$ cat config.mk
export PLATFORM = sky130hd
export DESIGN_NAME = aud_dsp
export DESIGN_NICKNAME = d
export VERILOG_FILES = /design/src/verilog/aud_pkg.sv /design/src/verilog/aud_ctrl_if.sv /design/src/verilog/aud_play_fsm.sv /design/src/verilog/aud_step_counter.sv /design/src/verilog/aud_addr_gen.sv /design/src/verilog/aud_interp.sv /design/src/verilog/aud_dsp.sv
export SDC_FILE = /design/constraint.sdc
export NUM_CORES = 1
export LEC_CHECK = 0
export ABC_AREA = 1
export BUFFER_PORTS_ARGS = -buffer_cell sky130_fd_sc_hd__buf_2
export CORE_AREA = 2 2 235 191
export CTS_CLUSTER_DIAMETER = 150
export CTS_CLUSTER_SIZE = 14
export DETAILED_ROUTE_END_ITERATION = 10
export DIE_AREA = 0 0 237 193
export MAX_ROUTING_LAYER = met4
export PLACE_DENSITY_LB_ADDON = 0.1
export SKIP_CTS_REPAIR_TIMING = 1
export SLEW_MARGIN = 40
export SYNTH_ARGS = -nofsm -noshare
export SYNTH_HDL_FRONTEND = slang
export SYNTH_SLANG_ARGS = --single-unit
$ cat constraint.sdc
create_clock -name i_clk -period 132.2 [get_ports i_clk]
set_input_delay 6.61 -clock i_clk [delete_from_list [all_inputs] [get_ports i_clk]]
set_output_delay 6.61 -clock i_clk [all_outputs]
set_load 0.01 [all_outputs]
$ cat src/verilog/aud_pkg.sv
package aud_pkg;

    // bus widths
    localparam int ADDR_W   = 20;   // sample SRAM address
    localparam int SAMPLE_W = 16;   // signed audio sample
    localparam int SPEED_W  = 3;    // speed field from the controller
    localparam int SLOW_W   = 4;    // slow-mode repeat counter

    // playback sequencer states
    localparam int ST_W = 2;

    localparam logic [ST_W-1:0] ST_IDLE  = 2'd0;  // waiting for start strobe
    localparam logic [ST_W-1:0] ST_PAUSE = 2'd1;  // holding position
    localparam logic [ST_W-1:0] ST_FETCH = 2'd2;  // daclrck high, build next sample
    localparam logic [ST_W-1:0] ST_SEND  = 2'd3;  // daclrck low, sample goes out

    // fetch phases inside ST_FETCH, one per cycle
    localparam int PH_W = 2;

    // address registers at the end of this phase
    localparam logic [PH_W-1:0] PH_ADDR    = 2'd0;
    // sram sees the new address
    localparam logic [PH_W-1:0] PH_DRIVE   = 2'd1;
    // sram data captured, samples shift
    localparam logic [PH_W-1:0] PH_CAPTURE = 2'd2;
    // output sample computed, phase holds here
    localparam logic [PH_W-1:0] PH_OUTPUT  = 2'd3;

    // speed encoding as seen by the blocks:
    //   fast mode  -> address step of speed + 1
    //   slow mode  -> each sample lasts speed + 1 frames
    // slow_cnt never exceeds speed, so SLOW_W leaves one spare bit

endpackage

$ cat src/verilog/aud_ctrl_if.sv
`timescale 1ns/1ps

interface aud_ctrl_if import aud_pkg::*; ();

    logic [ST_W-1:0]    state;      // sequencer state
    logic [SPEED_W-1:0] speed;      // latched config
    logic               is_slow;
    logic               slow_mode;  // 0 repeat, 1 linear
    logic [PH_W-1:0]    phase;      // fetch phase
    logic [SLOW_W-1:0]  slow_cnt;   // frames spent on current sample

    // sequencer side
    modport fsm (
        output state, speed, is_slow, slow_mode,
        input  phase
    );

    // phase and repeat counters
    modport counter (
        input  state, speed, is_slow,
        output phase, slow_cnt
    );

    // address and sample path only look
    modport data (
        input state, speed, is_slow, slow_mode, phase, slow_cnt
    );

endinterface

$ cat src/verilog/aud_play_fsm.sv
`timescale 1ns/1ps

module aud_play_fsm import aud_pkg::*; (
    input  logic               i_clk,
    input  logic               i_rst_n,
    input  logic               i_start,      // controller strobe
    input  logic               i_pause,      // one-cycle toggle pulse
    input  logic               i_daclrck,
    input  logic [SPEED_W-1:0] i_speed,
    input  logic               i_is_slow,
    input  logic               i_slow_mode,
    aud_ctrl_if.fsm            ctrl,
    output logic               o_lrck_rise_send
);

    logic [ST_W-1:0]    state_r;
    logic [ST_W-1:0]    state_nxt;
    logic               pause_r;       // set means paused
    logic [SPEED_W-1:0] speed_r;
    logic               is_slow_r;
    logic               slow_mode_r;

    always_comb begin
        state_nxt = state_r;
        case (state_r)
            ST_IDLE: begin
                if (i_start)
                    state_nxt = ST_PAUSE;
            end
            ST_PAUSE: begin
                if (!pause_r)
                    state_nxt = ST_FETCH;
            end
            ST_FETCH: begin
                if (pause_r)
                    state_nxt = ST_PAUSE;
                else if (!i_daclrck && ctrl.phase == PH_OUTPUT)
                    state_nxt = ST_SEND;   // sample ready, dac takes it
            end
            default: begin                 // ST_SEND
                if (pause_r)
                    state_nxt = ST_PAUSE;
                else if (i_daclrck)
                    state_nxt = ST_FETCH;
            end
        endcase
    end

    always_ff @(posedge i_clk or negedge i_rst_n) begin
        if (!i_rst_n) begin
            state_r     <= ST_IDLE;
            pause_r     <= 1'b1;
            speed_r     <= '0;
            is_slow_r   <= 1'b0;
            slow_mode_r <= 1'b0;
        end else begin
            state_r <= state_nxt;

            // pause toggles, direction depends on where we are
            if (state_r == ST_IDLE)
                pause_r <= 1'b1;
            else if (i_pause)
                pause_r <= (state_r != ST_PAUSE);

            // config only moves while paused or sending
            if (state_r == ST_IDLE) begin
                speed_r     <= '0;
                is_slow_r   <= 1'b0;
                slow_mode_r <= 1'b0;
            end else if (state_r == ST_PAUSE || state_r == ST_SEND) begin
                speed_r     <= i_speed;
                is_slow_r   <= i_is_slow;
                slow_mode_r <= i_slow_mode;
            end
        end
    end

    assign ctrl.state     = state_r;
    assign ctrl.speed     = speed_r;
    assign ctrl.is_slow   = is_slow_r;
    assign ctrl.slow_mode = slow_mode_r;

    // new dac frame about to start
    assign o_lrck_rise_send = (state_r == ST_SEND) && i_daclrck;

endmodule

$ cat src/verilog/aud_step_counter.sv
`timescale 1ns/1ps

module aud_step_counter import aud_pkg::*; (
    input  logic        i_clk,
    input  logic        i_rst_n,
    input  logic        i_lrck_rise_send,  // one pulse per frame
    aud_ctrl_if.counter ctrl
);

    logic [PH_W-1:0]   phase_r;
    logic [SLOW_W-1:0] slow_cnt_r;

    // fetch phase, saturates at PH_OUTPUT
    always_ff @(posedge i_clk or negedge i_rst_n) begin
        if (!i_rst_n) begin
            phase_r <= PH_ADDR;
        end else if (ctrl.state != ST_FETCH) begin
            phase_r <= PH_ADDR;
        end else if (phase_r != PH_OUTPUT) begin
            phase_r <= phase_r + 1'b1;
        end
    end

    // how many frames the current slow sample has been played
    always_ff @(posedge i_clk or negedge i_rst_n) begin
        if (!i_rst_n) begin
            slow_cnt_r <= '0;
        end else if (ctrl.state == ST_IDLE || ctrl.state == ST_PAUSE) begin
            slow_cnt_r <= '0;
        end else if (i_lrck_rise_send && ctrl.is_slow) begin
            if (slow_cnt_r == SLOW_W'(ctrl.speed))
                slow_cnt_r <= '0;                  // last repeat done
            else
                slow_cnt_r <= slow_cnt_r + 1'b1;
        end
    end

    assign ctrl.phase    = phase_r;
    assign ctrl.slow_cnt = slow_cnt_r;

endmodule

$ cat src/verilog/aud_addr_gen.sv
`timescale 1ns/1ps

module aud_addr_gen import aud_pkg::*; (
    input  logic              i_clk,
    input  logic              i_rst_n,
    input  logic [ADDR_W-1:0] i_stop_addr,   // last valid sample
    output logic [ADDR_W-1:0] o_sram_addr,
    aud_ctrl_if.data          ctrl
);

    logic [ADDR_W-1:0] addr_r;
    logic [ADDR_W:0]   addr_sum;   // extra bit catches the carry

    always_comb begin
        addr_sum = {1'b0, addr_r};
        if (ctrl.state == ST_IDLE) begin
            addr_sum = '0;
        end else if (ctrl.state == ST_FETCH && ctrl.phase == PH_ADDR) begin
            if (!ctrl.is_slow)
                addr_sum = {1'b0, addr_r} + (ADDR_W + 1)'(ctrl.speed) + 1'b1;
            else if (ctrl.slow_cnt == '0)
                addr_sum = {1'b0, addr_r} + 1'b1;  // move on once per repeat group
        end
    end

    always_ff @(posedge i_clk or negedge i_rst_n) begin
        if (!i_rst_n) begin
            addr_r <= '0;
        end else if (addr_sum > {1'b0, i_stop_addr}) begin
            addr_r <= '0;                         // wrap to start
        end else begin
            addr_r <= addr_sum[ADDR_W-1:0];
        end
    end

    assign o_sram_addr = addr_r;

endmodule

$ cat src/verilog/aud_interp.sv
`timescale 1ns/1ps

module aud_interp import aud_pkg::*; (
    input  logic                       i_clk,
    input  logic                       i_rst_n,
    input  logic signed [SAMPLE_W-1:0] i_sram_data,
    output logic signed [SAMPLE_W-1:0] o_dac_data,
    aud_ctrl_if.data                   ctrl
);

    logic signed [SAMPLE_W-1:0]        curr_r;
    logic signed [SAMPLE_W-1:0]        next_r;
    logic signed [SAMPLE_W-1:0]        out_r;
    logic        [SPEED_W:0]           div_cnt;  // speed + 1, up to 8
    logic signed [SAMPLE_W:0]          diff;     // next - curr never overflows
    logic signed [SAMPLE_W+SLOW_W+1:0] prod;
    logic signed [SAMPLE_W+SLOW_W+1:0] quot;
    logic signed [SAMPLE_W+SLOW_W+1:0] mix;
    logic                              shift_en;

    assign div_cnt = {1'b0, ctrl.speed} + 1'b1;

    // linear step, signed divide truncates toward zero
    assign diff = next_r - curr_r;
    assign prod = diff * $signed({1'b0, ctrl.slow_cnt});
    assign quot = prod / $signed({1'b0, div_cnt});
    assign mix  = curr_r + quot;

    // slow mode only fetches at the start of a repeat group
    assign shift_en = !ctrl.is_slow || (ctrl.slow_cnt == '0);

    always_ff @(posedge i_clk or negedge i_rst_n) begin
        if (!i_rst_n) begin
            curr_r <= '0;
            next_r <= '0;
            out_r  <= '0;
        end else begin
            case (ctrl.state)
                ST_IDLE: begin
                    next_r <= '0;
                    out_r  <= '0;
                end
                ST_PAUSE: next_r <= i_sram_data;  // preload first sample
                ST_FETCH: begin
                    if (ctrl.phase == PH_CAPTURE && shift_en) begin
                        curr_r <= next_r;
                        next_r <= i_sram_data;
                    end
                    if (ctrl.phase == PH_OUTPUT) begin
                        if (ctrl.is_slow && ctrl.slow_mode)
                            out_r <= mix[SAMPLE_W-1:0];
                        else
                            out_r <= curr_r;      // fast or repeat
                    end
                end
                default: ;                        // hold while sending
            endcase
        end
    end

    assign o_dac_data = out_r;

endmodule

$ cat src/verilog/aud_dsp.sv
`timescale 1ns/1ps

module aud_dsp import aud_pkg::*; (
    input  logic                       i_clk,
    input  logic                       i_rst_n,
    input  logic                       i_start,
    input  logic                       i_pause,
    input  logic [SPEED_W-1:0]         i_speed,
    input  logic                       i_is_slow,
    input  logic                       i_slow_mode,
    input  logic                       i_daclrck,         // sample prepared while high
    input  logic signed [SAMPLE_W-1:0] i_sram_data,
    input  logic [ADDR_W-1:0]          i_sram_stop_addr,
    output logic signed [SAMPLE_W-1:0] o_dac_data,
    output logic                       o_en,
    output logic [ADDR_W-1:0]          o_sram_addr
);

    logic lrck_rise_send;

    aud_ctrl_if ctrl ();

    aud_play_fsm u_fsm (
        .i_clk            (i_clk),
        .i_rst_n          (i_rst_n),
        .i_start          (i_start),
        .i_pause          (i_pause),
        .i_daclrck        (i_daclrck),
        .i_speed          (i_speed),
        .i_is_slow        (i_is_slow),
        .i_slow_mode      (i_slow_mode),
        .ctrl             (ctrl.fsm),
        .o_lrck_rise_send (lrck_rise_send)
    );

    aud_step_counter u_counter (
        .i_clk            (i_clk),
        .i_rst_n          (i_rst_n),
        .i_lrck_rise_send (lrck_rise_send),
        .ctrl             (ctrl.counter)
    );

    aud_addr_gen u_addr (
        .i_clk       (i_clk),
        .i_rst_n     (i_rst_n),
        .i_stop_addr (i_sram_stop_addr),
        .o_sram_addr (o_sram_addr),
        .ctrl        (ctrl.data)
    );

    aud_interp u_interp (
        .i_clk       (i_clk),
        .i_rst_n     (i_rst_n),
        .i_sram_data (i_sram_data),
        .o_dac_data  (o_dac_data),
        .ctrl        (ctrl.data)
    );

    assign o_en = ~i_daclrck;  // player enable, ungated by state

endmodule

# Word-level counts from Yosys, hierarchy flattened
# Cells that the tools add are included.
# op_classes
addsub	8
n_mul	1
n_div	1
magnitude_cmp	1
eq_ne	14
muxes	30
n_bitwise	1
reduce_logical	25
# ops
operator	count
21-bit two-way mux	4
16-bit two-way mux	3
16-bit one-hot mux with 3 select lines	1
16-bit one-hot mux with 2 select lines	1
22-bit by 5-bit divider with 22-bit output	1
17-bit by 5-bit multiplier with 22-bit output	1
20-bit by 1-bit adder with 21-bit output (second input constant)	1
20-bit by 3-bit adder with 21-bit output	1
21-bit by 1-bit adder with 21-bit output (second input constant)	1
21-bit by 20-bit > comparator with 1-bit output	1
20-bit two-way mux	1
16-bit by 16-bit subtractor with 17-bit output	1
16-bit adder	1
2-bit two-way mux	8
4-bit two-way mux	3
2-bit != test (second input constant)	5
2-bit nonzero test	5
2-bit equality test (second input constant)	4
1-bit logical AND	6
1-bit two-way mux	6
3-bit two-way mux	2
2-bit one-hot mux with 3 select lines	1
2-bit AND reduction	3
5-bit nonzero test	1
14 further kinds	19
# totals
register_bits	82
out_inout_bits	37
word_cells	92

# Logic depth before layout (Yosys ltp)
# Gate-level depths: netlist of run 1.
# depth
word_depth	7
ltp_mapped	308

# By module
# A second synthesis of run 1 with hierarchy kept.
# hier_totals
cells_unflattened	3322
area_unflattened_um2	20409.6
# modules_own_cells
mod	n_inst	cells_each	area_per_inst_um2
aud_interp	1	2892	17469.3
aud_addr_gen	1	332	2137.0
aud_play_fsm	1	48	412.9
aud_step_counter	1	49	386.6
aud_dsp	1	1	3.8

# Least setup slack after synthesis of run 1
# No wires, ideal clock.
# synth_path
kind	register -> register
from	register u_interp.curr_r[1]
to	register u_interp.out_r[15], in the netlist u_interp.o_dac_data[15]
setup_ns	0.117
arrival_ns	41.749
required_ns	132.083
path_slack_ns	90.333
path_stages_with_launch	301
period_less_slack_ns	41.867
path_cell_list	dfrtp_1 inv_1 ha_1 nand2_1 nor2_1 a211oi_1 o31ai_1 a21oi_1 o21bai_1 a21oi_1 o21bai_1 a21oi_1 o21bai_1 a21oi_1 o21bai_1 nand2_1 nand2_1 a21oi_1 [... 265 more ...] a21oi_1 o21ai_0 a21oi_1 nor2_1 nor2_1 o31ai_1 nand2_1 inv_1 o21ai_0 nand2_1 a21o_1 a21oi_1 xor2_1 nand4_1 nand2_1 nand3_1 nand3_1 nand2_1
# synth_via
elab_chain_cells	7
# synth_rtl
element	line_no	rtl
start: declaration	aud_interp.sv:11	logic signed [SAMPLE_W-1:0] curr_r;
start signal: assignment	aud_interp.sv:46	curr_r <= next_r;
16-bit by 16-bit subtractor with 17-bit output	aud_interp.sv:24	assign diff = next_r - curr_r;
17-bit by 5-bit multiplier with 22-bit output	aud_interp.sv:25	assign prod = diff * $signed({1'b0, ctrl.slow_cnt});
22-bit by 5-bit divider with 22-bit output	aud_interp.sv:26	assign quot = prod / $signed({1'b0, div_cnt});
16-bit adder (*)	aud_interp.sv:27	assign mix = curr_r + quot;
16-bit two-way mux (*)	aud_interp.sv:50	if (ctrl.is_slow && ctrl.slow_mode)
16-bit two-way mux (*)	aud_interp.sv:49	if (ctrl.phase == PH_OUTPUT) begin
16-bit one-hot mux with 2 select lines (*)	aud_interp.sv:38	case (ctrl.state)
end signal: assignment	aud_interp.sv:51	out_r <= mix[SAMPLE_W-1:0];
end signal: assignment	aud_interp.sv:53	out_r <= curr_r;
end: declaration	aud_interp.sv:13	logic signed [SAMPLE_W-1:0] out_r;
# Mark *: on every way between the ends. The rest lies on a longest branch, timed or not. The select of a mux whose other input is x is not followed.
# A chain may end at the register's enable or synchronous reset.

# Worst setup path in the final report of run 1
# layout_path
from	register u_interp.curr_r[4]
to	register u_interp.out_r[15], in the netlist u_interp.o_dac_data[15]
# Same word-level chain as after synthesis.

==> results.cfg, run 1 <==
[status]
status = complete, no violations

[routing]
totalWireLength_mm = 57.7
wire_per_inst_um = 15.2
viasPerCell = 5.21
post-route-drc-count = 0
firstDrtPassIters = 6
vias = 19800
drtIter0Drc = 1368
ant_nets = 0

[sta]
fmaxAchievable_ghz = 0.0204
setup_tns_ps = 0
finalHoldViolCount = 0
worst_pin_slew_ps = 871
relSlewSlack = 0.413
finalCriticalPeriod_ps = 49080
fin_skew_ps = 10.7
period_share = 0.371
finalSetupViolCount = 0
fin_hold_ws_ps = 495
final_max_slew_viol_count = 0
grt_setup_unrepaired = false

[logic_synthesis]
avgSynthCellArea_um2 = 6.09
synth_common_cells = nand2_1 (792), inv_1 (541), nor2_1 (273)
synth_warnings = 0
synth_top_area_cell = nand2_1
synth_top_area_share = 0.154
synth_edf_count = 0
synth.area.top_cells = nand2_1 (15%), ha_1 (13%), inv_1 (11%), dfrtp_1 (11%), nand3_1 (6.5%)
ys_seq_area_frac = 0.107
syn-cell-area_um2 = 19300
synth_seq_cells = 82
post-synth-top-count-cell = nand2_1
syn-num-nets = 3442
synth_ff_type = dfrtp_1
async_flop_share = 1.00
synthCells = 3163
synth_cell_types = 67

[cts]
root_buffer = clkbuf_16
cts_tree = yes
numCtsBuffers = 9
cts_buffer_depth = 2
htreeDepth = 3
cts.sinks = 82
clock_latency_ps = 360
path_clk_slew_ps = 70

[worst_setup_path]
rrSetupSlack_ps = 83120
crit_path_max_incr_delay_ps = 510
crit_top_cell = nand2_1
cp_top_family = simple AND/OR/NAND/NOR gates
r2r-start = u_interp.curr_r[4]$_DFFE_PN0P_
criticalPathCategory = flop to flop
reg2reg_to = u_interp.o_dac_data[15]$_DFFE_PN0P_
crit_path_start_kind = flop
crit_cells = 279
crit_fanout = 25
ff2ff_path_depth = 279
cp.arrival_ps = 49370
critical_path.slowest_cell = fa_1
timing.critical_path.buf_inv = 40
endpoint_kind = flop
critPathRequiredTime_ps = 132490

[floorplan]
fp.dieArea_um2 = 45700
num_io_pins = 83
dieHeight_um = 193
rows = 69
start_util = 0.442
die_w_um = 237
coreArea_um2 = 43600

[placed_design]
hpwl_mm = 48.4
gp_congestion = 0.945
port-buffer-count = 82

[worst_hold_path]
hold_class = flop to flop
holdPathEnd = u_fsm.ctrl.slow_mode$_DFFE_PN0P_
hp-start = u_fsm.ctrl.slow_mode$_DFFE_PN0P_
hold_depth = 2

[layout]
ff_latch_area_um2 = 2050
syn2layout_area_growth_pct = 6.21
fillers = 4664
nets = 3497
drive_gt1_frac = 0.119
multi_input_area_um2 = 14600

[global_routing]
grt_max_degree = 59
overflow = 0
antenna_found_initial = 1
grt.total_usage = 0.260
grt_pass1_vias = 18200
grt_pass1_wl_mm = 94.0

[flow_run]
cap_violations = 0
per-layer routing:
layer	track usage	vias to the layer above	wire (um)
met1	0.387	8978	30500
met2	0.386	472	23400
met4	0.0275	0	461
met5	-	-	0
met3	0.0329	37	3370
li1	-	10300	-
cell families after synthesis:
kind of cell / share of synthesized area
adders and majority gates: 0.166
and+or+nand+nor: 0.423
xor gates and xnor gates: 0.0568
DFF: 0.107
AOI/OAI and AO/OA: 0.113
buffers and inverters: 0.135
how the worst max path moves through the flow:
stage,start,endpoint,slack (ps)
finish,u_interp.curr_r[4]$_DFFE_PN0P_,u_interp.o_dac_data[15]$_DFFE_PN0P_,83120
global route,u_interp.curr_r[2]$_DFFE_PN0P_,u_interp.o_dac_data[15]$_DFFE_PN0P_,77810
detailed placement,u_interp.curr_r[1]$_DFFE_PN0P_,u_interp.o_dac_data[15]$_DFFE_PN0P_,83660
floorplan,u_interp.curr_r[1]$_DFFE_PN0P_,u_interp.o_dac_data[15]$_DFFE_PN0P_,90330
global placement,u_interp.curr_r[2]$_DFFE_PN0P_,u_interp.o_dac_data[15]$_DFFE_PN0P_,85780
CTS,u_interp.curr_r[2]$_DFFE_PN0P_,u_interp.o_dac_data[15]$_DFFE_PN0P_,83490
layout by cell type (no fill, tap or decap), types with 15 or more instances in the layout:
master and count:
xnor2_1 23, nor4_1 16, nand3_1 248, nor2_1 273
xor2_1 101, buf_2 81, nor2_4 23, a21oi_1 99
o21ai_1 31, nor2_2 36, fa_1 38, o21bai_1 26
o21ai_0 146, or2_2 18, clkinv_1 15, nand4_1 80
nor3_1 50, nand2_2 84, nand2_1 792, nand3_2 31
ha_1 195, inv_2 30, inv_1 541, dfrtp_1 81
layout make-up:
class | instances | area share
clock buffer | 9 | 0.0110
clock inverter | 7 | 0.00397
sequential | 82 | 0.100
antenna | 1 | 0.000122
tap | 568 | 0.0347
inverter | 592 | 0.110
timing repair buffer | 92 | 0.0240
multi-input combinational | 2441 | 0.716
state kept, by name, summed over array words and instances (netlist names):
signal and count:
u_addr.o_sram_addr 20, u_interp.curr_r 16, u_interp.next_r 16, u_interp.o_dac_data 16, u_counter.ctrl.slow_cnt 4, u_fsm.ctrl.speed 3
u_counter.ctrl.phase 2, u_fsm.ctrl.state 2, u_fsm.ctrl.is_slow 1, u_fsm.ctrl.slow_mode 1, u_fsm.pause_r 1
worst min-delay path, stage by stage, from the launching register on:
cell	delay, ps
dfrtp_1	360
nand2_1	50
nand2_1	50
per-stage QoR:
step                instances  setup WS (ps)  utilization  instance area, um2
floorplan                3163          90330            -               19300
global placement         3775          85780        0.462               20100
detailed placement       3775          83660        0.462               20100
CTS                      3791          83490        0.469               20500
global route             3792          77810        0.469               20500
finish                   3792          83120        0.469               20500
Power of run 1 is left out: the tool's default activity adds up to more than one toggle a clock period on the data nets, which glitch-free logic cannot reach.
==> inputs of run 2 (changes only) <==
==> constraint.sdc (replaced) <==
create_clock -name i_clk -period 47.1 [get_ports i_clk]
set_input_delay 2.355 -clock i_clk [delete_from_list [all_inputs] [get_ports i_clk]]
set_output_delay 2.355 -clock i_clk [all_outputs]
set_load 0.01 [all_outputs]
==> results.cfg, run 2 (synthesized netlist as in run 1, its figures left out) <==
[layout]
stdcell_count = 3852
drive_gt1_frac = 0.148
nets = 3557
final_cell_mix = nand2_1 (791), inv_1 (536), nor2_1 (264)
syn2layout_area_growth_pct = 9.96
largest_reg_flops = 20
fillers = 4575
ff_latch_area_um2 = 2050
layout_commonest_cell = nand2_1
multi_input_area_um2 = 14900

[routing]
vias = 20200
totalWireLength_mm = 59.2
firstDrtPassIters = 5
wire_per_inst_um = 15.4
ant_nets = 0
drtIter0Drc = 1374
post-route-drc-count = 0
viasPerCell = 5.24

[worst_hold_path]
hold_depth = 2
holdPathEnd = u_fsm.ctrl.slow_mode$_DFFE_PN0P_
hp-start = u_fsm.ctrl.slow_mode$_DFFE_PN0P_
hold_class = flop to flop

[floorplan]
start_util = 0.442
rows = 69
coreArea_um2 = 43600
dieHeight_um = 193
die_w_um = 237
num_io_pins = 83
fp.dieArea_um2 = 45700

[placed_design]
hpwl_mm = 48.8
gp_congestion = 0.941
port-buffer-count = 82
place_inst = 3778

[global_routing]
grt.total_usage = 0.262
grt_pass1_vias = 18300
overflow = 0
grt_pass1_wl_mm = 94.7
grt_max_degree = 59
antenna_found_initial = 1

[sta]
final_max_slew_viol_count = 0
finalCriticalPeriod_ps = 43010
worst_pin_slew_ps = 799
finalHoldViolCount = 0
fmaxAchievable_ghz = 0.0232
period_share = 0.913
finalSetupViolCount = 0
relSlewSlack = 0.465
fin_skew_ps = 12.1

[cts]
cts_buffer_depth = 2
cts.sinks = 82
numCtsBuffers = 9
clock_latency_ps = 360
path_clk_slew_ps = 70
root_buffer = clkbuf_16
htreeDepth = 3
cts_tree = yes

[status]
status = complete, no violations

[worst_setup_path]
criticalPathCategory = flop to flop
cp_top_family = simple AND/OR/NAND/NOR gates
crit_top_cell = nand2_1
ff2ff_path_depth = 281
rrSetupSlack_ps = 4090
r2r-start = u_interp.curr_r[2]$_DFFE_PN0P_
reg2reg_to = u_interp.o_dac_data[15]$_DFFE_PN0P_
crit_path_max_incr_delay_ps = 500
endpoint_kind = flop
critPathRequiredTime_ps = 47340
critical_path.slowest_cell = fa_1
timing.critical_path.buf_inv = 38
crit_path_start_kind = flop
crit_fanout = 13
cp.arrival_ps = 43250

[flow_run]
cap_violations = 0
run 2: changes by cell type in the layout (fill, tap and decap cells not counted), sizes merged:
cell    previous run  this run
inv              576       575
buf               92       148
bufinv             1         3
nand3            287       291
clkinv            22        21
run 2: area by class of cell:
cell class,count,area share
Clock inverter,7,0.00502
Timing Repair Buffer,148,0.0431
Multi-Input combinational cell,2445,0.704
Tap cell,568,0.0335
Inverter,592,0.106
Sequential cell,82,0.0969
Antenna cell,1,0.000118
Clock buffer,9,0.0106
run 2: metrics by stage:
step / hold WS, ps / utilization / cell area (um2) / setup TNS (ps) / setup WS [ps]
2_1_floorplan: 445 / - / 19300 / 0 / 5230
5_1_grt: 516 / 0.486 / 21200 / -292 / -292
3_3_place_gp: 466 / 0.462 / 20200 / 0 / 1110
6_report: 484 / 0.486 / 21200 / 0 / 4090
4_1_cts: 487 / 0.470 / 20500 / -2730 / -1060
3_5_place_dp: 471 / 0.463 / 20200 / -2030 / -936
run 2: tightest hold or removal path, cell delays in order, from the launching register on:
cell and delay, ps:
dfrtp_1 340, nand2_1 50, nand2_1 60
run 2: how the worst max path moves through the flow:
stage          depth (start not counted)  slack [ps]                      startpoint                                   to
2_1_floorplan                        300        5230  u_interp.curr_r[1]$_DFFE_PN0P_  u_interp.o_dac_data[15]$_DFFE_PN0P_
3_3_place_gp                         278        1110  u_interp.curr_r[4]$_DFFE_PN0P_  u_interp.o_dac_data[15]$_DFFE_PN0P_
3_5_place_dp                         281        -940  u_interp.curr_r[1]$_DFFE_PN0P_  u_interp.o_dac_data[15]$_DFFE_PN0P_
4_1_cts                              280       -1060  u_interp.curr_r[2]$_DFFE_PN0P_  u_interp.o_dac_data[15]$_DFFE_PN0P_
5_1_grt                              283        -290  u_interp.curr_r[2]$_DFFE_PN0P_  u_interp.o_dac_data[15]$_DFFE_PN0P_
6_report                             281        4090  u_interp.curr_r[2]$_DFFE_PN0P_  u_interp.o_dac_data[15]$_DFFE_PN0P_
run 2: per-layer routing:
| metal | GRT usage | part of all wire |
|---|---|---|
| met5 | - | 0 |
| met4 | 0.0402 | 0.011 |
| met2 | 0.384 | 0.41 |
| met1 | 0.389 | 0.53 |
| met3 | 0.0332 | 0.053 |
Power of run 2 is left out for the same reason.
